--- config.mk ---
export PLATFORM = sky130hd
export DESIGN_NAME = calc_top
export DESIGN_NICKNAME = d
export VERILOG_FILES = /design/src/hdl/gencon_pkg.sv /design/src/hdl/calc_top.sv /design/src/hdl/gencon.sv /design/src/hdl/shift_add_mult.sv /design/src/hdl/addsub_unit.sv /design/src/hdl/key_buffer.sv
export VERILOG_INCLUDE_DIRS = /design/src /design/src/hdl
export SDC_FILE = /design/constraint.sdc
export NUM_CORES = 1
export LEC_CHECK = 0
export ABC_CLOCK_PERIOD_IN_PS = 8800
export BUFFER_PORTS_ARGS = -buffer_cell sky130_fd_sc_hd__buf_2
export CORE_UTILIZATION = 55
export DETAILED_ROUTE_END_ITERATION = 7
export GPL_TIMING_DRIVEN = 0
export HOLD_SLACK_MARGIN = 0.1
export PLACE_DENSITY = 0.7
export SYNTH_ARGS = -nofsm -noshare
export SYNTH_HDL_FRONTEND = slang
export SYNTH_SLANG_ARGS = --single-unit
--- constraint.sdc ---
create_clock -name clk -period 8.8 [get_ports clk]
set_input_delay 1.76 -clock clk [delete_from_list [all_inputs] [get_ports clk]]
set_output_delay 1.76 -clock clk [all_outputs]
set_load 0.05 [all_outputs]
--- src/hdl/gencon_cfg.svh ---
// Data width includes the sign bit; only base 10 digit entry with 4-bit digit codes is supported
`ifndef GENCON_CFG_SVH
`define GENCON_CFG_SVH

// Operand and result width, sign bit on top
`define GENCON_WIDTH 16

// Base of digit entry
// Digit codes are 4 bits wide, so the base must stay at or below 16
`define GENCON_BASE 10

`endif
--- src/hdl/gencon_pkg.sv ---
// Operands are sign-magnitude with a 15-bit magnitude; op_t codes match the keypad encoder
`include "gencon_cfg.svh"

package gencon_pkg;

    // Operator codes as sent by the keypad
    typedef enum logic [2:0] {
        NONE = 3'd0,
        NEG  = 3'd1,
        ADD  = 3'd2,
        SUB  = 3'd3,
        MUL  = 3'd4
    } op_t;

    typedef enum logic [1:0] {
        DIGIT = 2'd0,
        OPER  = 2'd1,
        EQUAL = 2'd2
    } key_kind_t;

    // One key press
    typedef struct packed {
        key_kind_t  kind;
        logic [3:0] digit;
        op_t        oper;
    } key_event_t;

    typedef struct packed {
        logic                       sign;
        logic [`GENCON_WIDTH-2:0]   mag;
    } operand_t;

    // Sequencer states
    typedef enum logic [3:0] {
        WAIT_OP1,
        WAIT_MULT_OP1,
        ADD_KEY_OP1,
        WAIT_OP2,
        WAIT_MULT_OP2,
        ADD_KEY_OP2,
        SEND_TO_COMPUTE,
        WAIT_COMPUTE,
        SHOW_RESULT
    } state_t;

endpackage

--- src/hdl/calc_top.sv ---
// Keys come in as already debounced events; display holds the last result until the next one
`timescale 1ns/1ns
`include "gencon_cfg.svh"

module calc_top (
    input  logic                   clk,
    input  logic                   nRST,
    input  logic                   key_valid,
    input  gencon_pkg::key_event_t key_in,
    output logic                   key_ready,
    output logic                   complete,
    output gencon_pkg::operand_t   display
);

    logic                   pending;
    logic                   key_read;
    gencon_pkg::key_event_t pending_key;

    key_buffer u_keys (
        .clk         (clk),
        .nRST        (nRST),
        .key_valid   (key_valid),
        .key_in      (key_in),
        .key_ready   (key_ready),
        .pending     (pending),
        .pending_key (pending_key),
        .key_read    (key_read)
    );

    gencon u_gencon (
        .clk         (clk),
        .nRST        (nRST),
        .pending     (pending),
        .pending_key (pending_key),
        .key_read    (key_read),
        .complete    (complete),
        .display     (display)
    );

endmodule

--- src/hdl/gencon.sv ---
// One operator per expression, no chaining; keys are consumed only in WAIT_OP1 and WAIT_OP2
`timescale 1ns/1ns
`include "gencon_cfg.svh"

module gencon (
    input  logic                   clk,
    input  logic                   nRST,
    input  logic                   pending,
    input  gencon_pkg::key_event_t pending_key,
    output logic                   key_read,
    output logic                   complete,
    output gencon_pkg::operand_t   display
);

    localparam int MAG_W = `GENCON_WIDTH - 1;

    gencon_pkg::state_t   state;
    gencon_pkg::state_t   next_state;
    gencon_pkg::operand_t operand1;
    gencon_pkg::operand_t operand2;
    gencon_pkg::op_t      op_latched;
    logic [3:0]           digit_latched;

    logic                 consume;
    logic                 entry_op2;
    logic [MAG_W-1:0]     cur_mag;

    logic                 start_add;
    logic                 add_sub;
    logic                 add_finish;
    gencon_pkg::operand_t add_result;

    logic                 start_mult;
    gencon_pkg::operand_t mult_a;
    gencon_pkg::operand_t mult_b;
    logic                 mult_finish;
    gencon_pkg::operand_t mult_result;

    addsub_unit u_addsub (
        .clk    (clk),
        .nRST   (nRST),
        .start  (start_add),
        .a      (operand1),
        .b      (operand2),
        .sub    (add_sub),
        .result (add_result),
        .finish (add_finish)
    );

    shift_add_mult u_mult (
        .clk    (clk),
        .nRST   (nRST),
        .start  (start_mult),
        .a      (mult_a),
        .b      (mult_b),
        .result (mult_result),
        .finish (mult_finish)
    );

    // key_read still high means the buffer has not dropped this key yet
    assign consume = pending && !key_read
                     && (state == gencon_pkg::WAIT_OP1 || state == gencon_pkg::WAIT_OP2);
    assign entry_op2 = (state == gencon_pkg::WAIT_OP2);
    assign cur_mag   = entry_op2 ? operand2.mag : operand1.mag;

    always_comb begin
        next_state = state;
        start_mult = 1'b0;
        start_add  = 1'b0;
        add_sub    = (op_latched == gencon_pkg::SUB);
        // Digit entry multiplies the magnitude by the base and keeps the sign here
        mult_a.sign = 1'b0;
        mult_a.mag  = cur_mag;
        mult_b.sign = 1'b0;
        mult_b.mag  = MAG_W'(`GENCON_BASE);

        case (state)
            gencon_pkg::WAIT_OP1, gencon_pkg::WAIT_OP2: begin
                if (consume) begin
                    case (pending_key.kind)
                        gencon_pkg::DIGIT: begin
                            start_mult = 1'b1;
                            next_state = entry_op2 ? gencon_pkg::WAIT_MULT_OP2
                                                   : gencon_pkg::WAIT_MULT_OP1;
                        end
                        gencon_pkg::OPER: begin
                            if (!entry_op2 && (pending_key.oper == gencon_pkg::ADD
                                    || pending_key.oper == gencon_pkg::SUB
                                    || pending_key.oper == gencon_pkg::MUL)) begin
                                next_state = gencon_pkg::WAIT_OP2;
                            end
                        end
                        gencon_pkg::EQUAL: begin
                            if (entry_op2) begin
                                next_state = gencon_pkg::SEND_TO_COMPUTE;
                            end
                        end
                        default: next_state = state;
                    endcase
                end
            end
            gencon_pkg::WAIT_MULT_OP1: begin
                if (mult_finish) begin
                    next_state = gencon_pkg::ADD_KEY_OP1;
                end
            end
            gencon_pkg::ADD_KEY_OP1: next_state = gencon_pkg::WAIT_OP1;
            gencon_pkg::WAIT_MULT_OP2: begin
                if (mult_finish) begin
                    next_state = gencon_pkg::ADD_KEY_OP2;
                end
            end
            gencon_pkg::ADD_KEY_OP2: next_state = gencon_pkg::WAIT_OP2;
            gencon_pkg::SEND_TO_COMPUTE: begin
                if (op_latched == gencon_pkg::MUL) begin
                    start_mult = 1'b1;
                    mult_a     = operand1;
                    mult_b     = operand2;
                end else begin
                    start_add = 1'b1;
                end
                next_state = gencon_pkg::WAIT_COMPUTE;
            end
            gencon_pkg::WAIT_COMPUTE: begin
                if (op_latched == gencon_pkg::MUL ? mult_finish : add_finish) begin
                    next_state = gencon_pkg::SHOW_RESULT;
                end
            end
            gencon_pkg::SHOW_RESULT: next_state = gencon_pkg::WAIT_OP1;
            default: next_state = gencon_pkg::WAIT_OP1;
        endcase
    end

    always_ff @(posedge clk or negedge nRST) begin
        if (!nRST) begin
            state <= gencon_pkg::WAIT_OP1;
        end else begin
            state <= next_state;
        end
    end

    always_ff @(posedge clk or negedge nRST) begin
        if (!nRST) begin
            key_read      <= 1'b0;
            complete      <= 1'b0;
            display       <= '0;
            operand1      <= '0;
            operand2      <= '0;
            op_latched    <= gencon_pkg::NONE;
            digit_latched <= '0;
        end else begin
            key_read <= consume;
            complete <= (state == gencon_pkg::SHOW_RESULT);

            if (consume && pending_key.kind == gencon_pkg::DIGIT) begin
                digit_latched <= pending_key.digit;
            end
            if (consume && pending_key.kind == gencon_pkg::OPER) begin
                if (pending_key.oper == gencon_pkg::NEG) begin
                    if (entry_op2) begin
                        operand2.sign <= ~operand2.sign;
                    end else begin
                        operand1.sign <= ~operand1.sign;
                    end
                end else if (!entry_op2 && pending_key.oper != gencon_pkg::NONE) begin
                    op_latched <= pending_key.oper;
                end
            end

            case (state)
                gencon_pkg::ADD_KEY_OP1: operand1.mag <= mult_result.mag + MAG_W'(digit_latched);
                gencon_pkg::ADD_KEY_OP2: operand2.mag <= mult_result.mag + MAG_W'(digit_latched);
                gencon_pkg::SHOW_RESULT: begin
                    display    <= (op_latched == gencon_pkg::MUL) ? mult_result : add_result;
                    operand1   <= '0;
                    operand2   <= '0;
                    op_latched <= gencon_pkg::NONE;
                end
                default: ;
            endcase
        end
    end

endmodule

--- src/hdl/shift_add_mult.sv ---
// Product magnitude is truncated to 15 bits; start is ignored while a multiply is in progress
`timescale 1ns/1ns
`include "gencon_cfg.svh"

module shift_add_mult (
    input  logic                 clk,
    input  logic                 nRST,
    input  logic                 start,
    input  gencon_pkg::operand_t a,
    input  gencon_pkg::operand_t b,
    output gencon_pkg::operand_t result,
    output logic                 finish
);

    localparam int MAG_W = `GENCON_WIDTH - 1;
    localparam int CNT_W = $clog2(MAG_W + 1);

    logic             busy;
    logic             load;
    logic             step;
    logic [CNT_W-1:0] steps_left;
    logic [MAG_W-1:0] mcand;
    logic [MAG_W-1:0] mplier;
    logic [MAG_W-1:0] acc;
    logic             prod_sign;

    assign load = start && !busy;
    assign step = busy && (steps_left != '0);

    always_ff @(posedge clk or negedge nRST) begin
        if (!nRST) begin
            busy       <= 1'b0;
            steps_left <= '0;
            finish     <= 1'b0;
            result     <= '0;
        end else begin
            finish <= 1'b0;
            if (load) begin
                busy       <= 1'b1;
                steps_left <= CNT_W'(MAG_W);
            end else if (step) begin
                steps_left <= steps_left - 1'b1;
            end else if (busy) begin
                // All multiplier bits consumed
                busy        <= 1'b0;
                finish      <= 1'b1;
                result.mag  <= acc;
                result.sign <= prod_sign && (acc != '0);
            end
        end
    end

    always_ff @(posedge clk) begin
        if (load) begin
            mcand     <= a.mag;
            mplier    <= b.mag;
            acc       <= '0;
            prod_sign <= a.sign ^ b.sign;
        end else if (step) begin
            if (mplier[0]) begin
                acc <= acc + mcand;
            end
            mcand  <= mcand << 1;
            mplier <= mplier >> 1;
        end
    end

endmodule

--- src/hdl/addsub_unit.sv ---
// Registered add/subtract with finish one edge after start is sampled; magnitude wraps modulo 2^15 with no overflow flag
`timescale 1ns/1ns
`include "gencon_cfg.svh"

module addsub_unit (
    input  logic                 clk,
    input  logic                 nRST,
    input  logic                 start,
    input  gencon_pkg::operand_t a,
    input  gencon_pkg::operand_t b,
    input  logic                 sub,
    output gencon_pkg::operand_t result,
    output logic                 finish
);

    logic                 b_sign;
    logic                 sum_valid;
    gencon_pkg::operand_t sum;
    gencon_pkg::operand_t sum_q;

    always_comb begin
        // Subtraction is addition of the negated b
        b_sign = b.sign ^ sub;
        sum    = '0;
        if (a.sign == b_sign) begin
            sum.mag  = a.mag + b.mag;
            sum.sign = a.sign;
        end else if (a.mag >= b.mag) begin
            sum.mag  = a.mag - b.mag;
            sum.sign = a.sign;
        end else begin
            sum.mag  = b.mag - a.mag;
            sum.sign = b_sign;
        end
        // No negative zero
        if (sum.mag == '0) begin
            sum.sign = 1'b0;
        end
    end

    // Sum captured on start and handed out one edge later
    always_ff @(posedge clk or negedge nRST) begin
        if (!nRST) begin
            sum_q     <= '0;
            sum_valid <= 1'b0;
            result    <= '0;
            finish    <= 1'b0;
        end else begin
            sum_valid <= start;
            finish    <= sum_valid;
            if (start) begin
                sum_q <= sum;
            end
            if (sum_valid) begin
                result <= sum_q;
            end
        end
    end

endmodule

--- src/hdl/key_buffer.sv ---
// Holds a single key; key_ready drops while a key is pending and the sender must hold its key
`timescale 1ns/1ns
`include "gencon_cfg.svh"

module key_buffer (
    input  logic                   clk,
    input  logic                   nRST,
    input  logic                   key_valid,
    input  gencon_pkg::key_event_t key_in,
    output logic                   key_ready,
    output logic                   pending,
    output gencon_pkg::key_event_t pending_key,
    input  logic                   key_read
);

    logic                   full;
    logic                   accept;
    gencon_pkg::key_event_t held_key;

    // Only take a key into an empty entry
    assign accept = key_valid && !full;

    always_ff @(posedge clk or negedge nRST) begin
        if (!nRST) begin
            full <= 1'b0;
        end else if (key_read) begin
            full <= 1'b0;
        end else if (accept) begin
            full <= 1'b1;
        end
    end

    always_ff @(posedge clk) begin
        if (accept) begin
            held_key <= key_in;
        end
    end

    assign key_ready   = !full;
    assign pending     = full;
    assign pending_key = held_key;

endmodule

# Word-level counts from Yosys, hierarchy flattened
# Index checks and enable logic that the tools add are counted.
# totals
regBits,173
inputBits,12
# classes
addsub,6
order_cmp,1
n_eq_ne,27
mux,52
bitwise,6
n_reduce_logical,38
# ops
cell,count
2-to-1 mux 16 bit,7
2-to-1 mux 15 bit,5
one-hot mux 15 bit (2 select lines),2
2-to-1 mux 4 bit,8
adder 15 bit,2
subtractor 15 bit,2
one-hot mux 4 bit (6 select lines),1
2-to-1 mux 1 bit,22
equality test 4 x 3 -> 1 bit (second input constant),4
nonzero test 2 bit,8
adder 15 x 4 -> 15 bit,1
greater-or-equal comparator 15 bit,1
logical NOT 15 bit,1
2-to-1 mux 3 bit,5
nonzero test 15 bit,1
one-hot mux 4 bit (3 select lines),1
AND reduction 3 bit,4
logical AND 1 bit,10
equality test 3 x 2 -> 1 bit (second input constant),3
equality test 4 x 2 -> 1 bit (second input constant),2
inequality test 2 bit (second input constant),4
AND reduction 7 bit,1
equality test 3 bit (second input constant),2
inequality test 2 x 1 -> 1 bit (second input constant),3
20 further kinds,30

# Longest topological paths before layout
# depth
depth_word,8
ltp_mapped,14
depth_no_buf,14

# Hierarchy
# From an unflattened synthesis, not the netlist that was laid out.
# unflattened
hier_cells,1098
hier_area_um2,10606.4
# by_module_without_submodules
module,instances,cells_per_inst,area_each_um2,seq_area_each_um2
addsub_unit,1,390,3475.8,850.8
gencon,1,357,3452.1,1526.5
shift_add_mult,1,338,3363.2,1781.7
key_buffer,1,13,315.3,295.3

# Worst setup path after synthesis
# No wires, ideal clock.
# synth_timing
kind,flip-flop to flip-flop
from,reg u_gencon.operand2[11] in the netlist's numbering
to,reg u_gencon.u_addsub.sum_q[15] in the netlist's numbering
t_arrival_ps,2867
setup_slack_ps,5815
path_stages_with_launch,15
path_buffers,2
path_cell_list,dfrtp_1 > inv_1 > ha_1 > buf_6 > and2_4 > nand3_2 > nor3_2 > or3_1 > buf_6 > or4_4 > a31oi_4 > xnor2_1 > nor4_2 > nand4b_1 > o21a_1
# synth_via
elab_chain_cells,5
# synth_rtl
item,line,rtl
"start, declared",gencon.sv:20,gencon_pkg::operand_t operand2;
"subtractor 15 bit, or another cell as far along",addsub_unit.sv:32,sum.mag = b.mag - a.mag;
2-to-1 mux 16 bit,addsub_unit.sv:28,end else if (a.mag >= b.mag) begin
2-to-1 mux 16 bit *,addsub_unit.sv:25,if (a.sign == b_sign) begin
logical NOT 15 bit,addsub_unit.sv:36,if (sum.mag == '0) begin
2-to-1 mux 1 bit *,addsub_unit.sv:36,
"end signal, assigned",addsub_unit.sv:52,sum_q <= sum;
"end, declared",addsub_unit.sv:19,gencon_pkg::operand_t sum_q;
# Mark *: on every way between the ends. The rest lies on a longest branch, timed or not.
# A chain may end at the register's enable or synchronous reset.

# Final worst setup path
# layout_timing
from,reg u_gencon.state[1]
to,reg u_gencon.u_mult.mplier[1] (enable)
# layout_via
elab_chain_cells,7
# layout_rtl
item,line,rtl
"start, declared",gencon.sv:17,gencon_pkg::state_t state;
"start signal, assigned",gencon.sv:136,state <= gencon_pkg::WAIT_OP1;
"start signal, assigned",gencon.sv:138,state <= next_state;
equality test 4 x 2 -> 1 bit / logical NOT 4 bit (equally long branches),gencon.sv:62,&& (state == gencon_pkg::WAIT_OP1 || state == gencon_pkg::WAIT_OP2);
logical OR 1 bit *,gencon.sv:62,
logical AND 1 bit *,gencon.sv:62,
via u_gencon.consume,gencon.sv:24,logic consume;
2-to-1 mux 1 bit *,gencon.sv:79,if (consume) begin
one-hot mux 1 bit (2 select lines) *,gencon.sv:77,case (state)
logical AND 1 bit *,shift_add_mult.sv:27,assign load = start && !busy;
nonzero test 2 bit (no source line) *,--,
"end signal, assigned",shift_add_mult.sv:56,mplier <= b.mag;
"end signal, assigned",shift_add_mult.sv:64,mplier <= mplier >> 1;
"end, declared",shift_add_mult.sv:23,logic [MAG_W-1:0] mplier;
# The timed path passes the listed nets; every way through them passes the cells marked *.

==> impl_metrics.json <==
{
  "final_common_cell": "nor2_1",
  "numCtsBuffers": 17,
  "postRouteAntennaNets": 0,
  "min_path_type": "reg2reg",
  "nFillCells": 1493,
  "grt_start_max_net_pins": 101,
  "worst-path-max-fanout": 30,
  "finalCritPeriodShare": 0.4404,
  "grt_pass1_vias": 7932,
  "design_area_sq_mm": 0.01149,
  "seq_area_frac_synth": 0.4285,
  "port-buffer-count": 29,
  "finalClockSkew_ps": 11.61,
  "via_per_inst": 6.098,
  "postSynthAreaPerCell_sq_um": 9.845,
  "ff2ff_path_depth": 9,
  "ys_types": 89,
  "async_flop_share": 0.6821,
  "cts_resized": 0,
  "antenna_found_initial": 0,
  "maxSlewViolCount": 0,
  "post-cts-setup-buffers": 0,
  "place_inst": 1315,
  "slew_headroom": 0.1379,
  "htreeDepth": 4,
  "synth-main-ff-cell": "dfrtp_1",
  "r2r_slack_ps": 4920,
  "fin_cells": 1347,
  "timing.hold.ws_ps": 406.4,
  "gp_congestion": 0.9500,
  "ioPinCount": 30,
  "first_pass_iters": 5,
  "synth_warnings": 0,
  "die_area_sq_mm": 0.01946,
  "ys_ff_latch": 173,
  "setup_tns_ps": 0,
  "cp-start-kind": "flop",
  "rsz0062_at_grt": "false",
  "critPathCaptureType": "flop",
  "r2r_end": "u_gencon.u_mult.mplier[1]",
  "maxCapViolCount": 0,
  "worst_path_largest_cell_delay_ps": 1020,
  "vias": 8214,
  "endpoint": "u_gencon.u_mult.mplier[1]",
  "drc_errors": 0,
  "cp-startpoint": "u_gencon.state[1]",
  "cpMaxStageDelayCell": "nand2_1",
  "synth-edff-count": 40,
  "clkLatencyLatePin_ps": 430,
  "r2r-start": "u_gencon.state[1]",
  "hpwl_mm": 20.36,
  "drive_above_1_share": 0.1297,
  "period_minus_slack_ps": 3876,
  "hold_viol": 0,
  "path_cells": "buf_2 > inv_1 > nor2_1 > nor4_1 > nand2_1 > a21o_1 > clkbuf_1 > clkbuf_1 > nand2_1",
  "worstMarginPinSlew_ps": 1290,
  "drt_iter0_markers": 725,
  "cp.required_ps": 8840,
  "start_util": 0.5690,
  "insertedDiodeCount": 0,
  "mostFrequentLayoutCells": "119 x nor2_1, 118 x dfrtp_1, 76 x nand2_1, 70 x ha_1, 69 x a21oi_1",
  "synthToLayoutAreaGrowth_pct": 10.57,
  "grt_overflow": 0,
  "status": "complete, no violations",
  "clock-sinks": 173,
  "synth_nets": 1143,
  "track_usage": 0.2910,
  "cts_tree": "yes",
  "netlist_area_sq_mm": 0.01040,
  "cts_buffer_depth": 2,
  "core_area_sq_mm": 0.01827,
  "synthCells": 1056,
  "hold_buffers": 0,
  "cp.arrival_ps": 3920,
  "fp-row-count": 49,
  "path_class": "reg2reg",
  "wire_per_inst_microns": 20.04,
  "nets": 1192,
  "clk_pin_slew_ps": 80,
  "die_height_microns": 139.5,
  "fmax_ghz": 0.2580,
  "die_w_microns": 139.5,
  "clockRootBuffer": "clkbuf_16",
  "postPlaceCellArea_sq_mm": 0.01086,
  "drt-total-wl_mm": 27.00,
  "grt_pass1_wl_mm": 43.11,
  "setup_viol": 0
}
==> final cells by class <==
cell class	instances	area, sq um	share of cell area
inverters	64	240.2	0.02090
plain buffers	52	294.0	0.02558
flip-flops and latches	173	4454	0.3875
clock buffers	18	450.4	0.03919
multi-input cells	767	5408	0.4704
repair buffers	30	178.9	0.01557
well taps	229	286.5	0.02493
clock inverters	14	182.7	0.01589
==> worst min path at each step <==
stage	startpoint	endpoint	slack, ps	cells after the start
finish	u_gencon.u_addsub.sum_valid	u_gencon.u_addsub.finish	410	0
global route	u_gencon.u_addsub.sum_valid	u_gencon.u_addsub.finish	430	0
CTS	u_gencon.u_addsub.sum_valid	u_gencon.u_addsub.finish	420	0
detailed placement	u_gencon.u_addsub.sum_valid	u_gencon.u_addsub.finish	400	0
global placement	u_gencon.u_addsub.sum_valid	u_gencon.u_addsub.finish	410	0
floorplan	u_gencon.u_addsub.sum_valid	u_gencon.u_addsub.finish	350	0
==> sequential cells by signal (all words and copies together) (netlist names), 3 cells and up <==
register                    cells
u_gencon.digit_latched          4
u_gencon.display               16
u_gencon.op_latched             3
u_gencon.operand1              16
u_gencon.operand2              16
u_gencon.state                  4
u_gencon.u_addsub.result       16
u_gencon.u_addsub.sum_q        16
u_gencon.u_mult.acc            15
u_gencon.u_mult.mcand          15
u_gencon.u_mult.mplier         15
u_gencon.u_mult.result         16
u_gencon.u_mult.steps_left      4
u_keys.pending_key              9
==> critical path, delay by kind of cell, from the launching register on <==
kind	cells	cell delay, ps
AO/OA/AOI/OAI	1	250
AND/OR/NAND/NOR	4	2050
buffers and inverters	4	770
flip-flops	1	390
==> kinds of logic (layout without fill, tap and decap cells) <==
group | count (synthesis) | in the layout | share of synthesized area
fa+ha+maj | 75 | 75 | 0.09387
simple gates | 321 | 321 | 0.1478
xor+xnor | 42 | 42 | 0.03538
compound gates | 250 | 250 | 0.1621
mux | 79 | 79 | 0.08100
flops | 173 | 173 | 0.4285
buf+inv | 116 | 178 | 0.05139
==> Yosys cell counts, drive strengths merged (16+ instances only) <==
cell / n / share of area
clkbuf: 35 / 0.016
nand2: 78 / 0.029
o21ai: 52 / 0.025
nand3: 18 / 0.0091
edfxtp: 40 / 0.12
xnor2: 26 / 0.022
a21o: 18 / 0.013
a21oi: 69 / 0.033
buf: 17 / 0.013
mux2: 41 / 0.044
ha: 70 / 0.084
a211oi: 23 / 0.017
mux2i: 38 / 0.037
nor3: 26 / 0.013
inv: 64 / 0.023
nor2: 119 / 0.043
dfrtp: 118 / 0.28
a22o: 16 / 0.013
xor2: 16 / 0.013
==> metal layers <==
layer,vias to the layer above,global-route usage,share of wire
met5,-,0,0
met4,0,0.1140,0.034
met3,47,0.06228,0.065
met2,291,0.4628,0.46
met1,4021,0.3892,0.44
li1,3855,-,-
==> per-stage QoR <==
| stage | utilization | setup slack, ps |
|---|---|---|
| floorplan | - | 5815 |
| global placement | 0.5927 | 4450 |
| detailed placement | 0.5945 | 5011 |
| CTS | 0.6292 | 4916 |
| global route | 0.6292 | 4595 |
| finish | 0.6292 | 4924 |
Power is not shown: default switching activity piles up to over one toggle a cycle in this logic, so the estimate is an artifact.
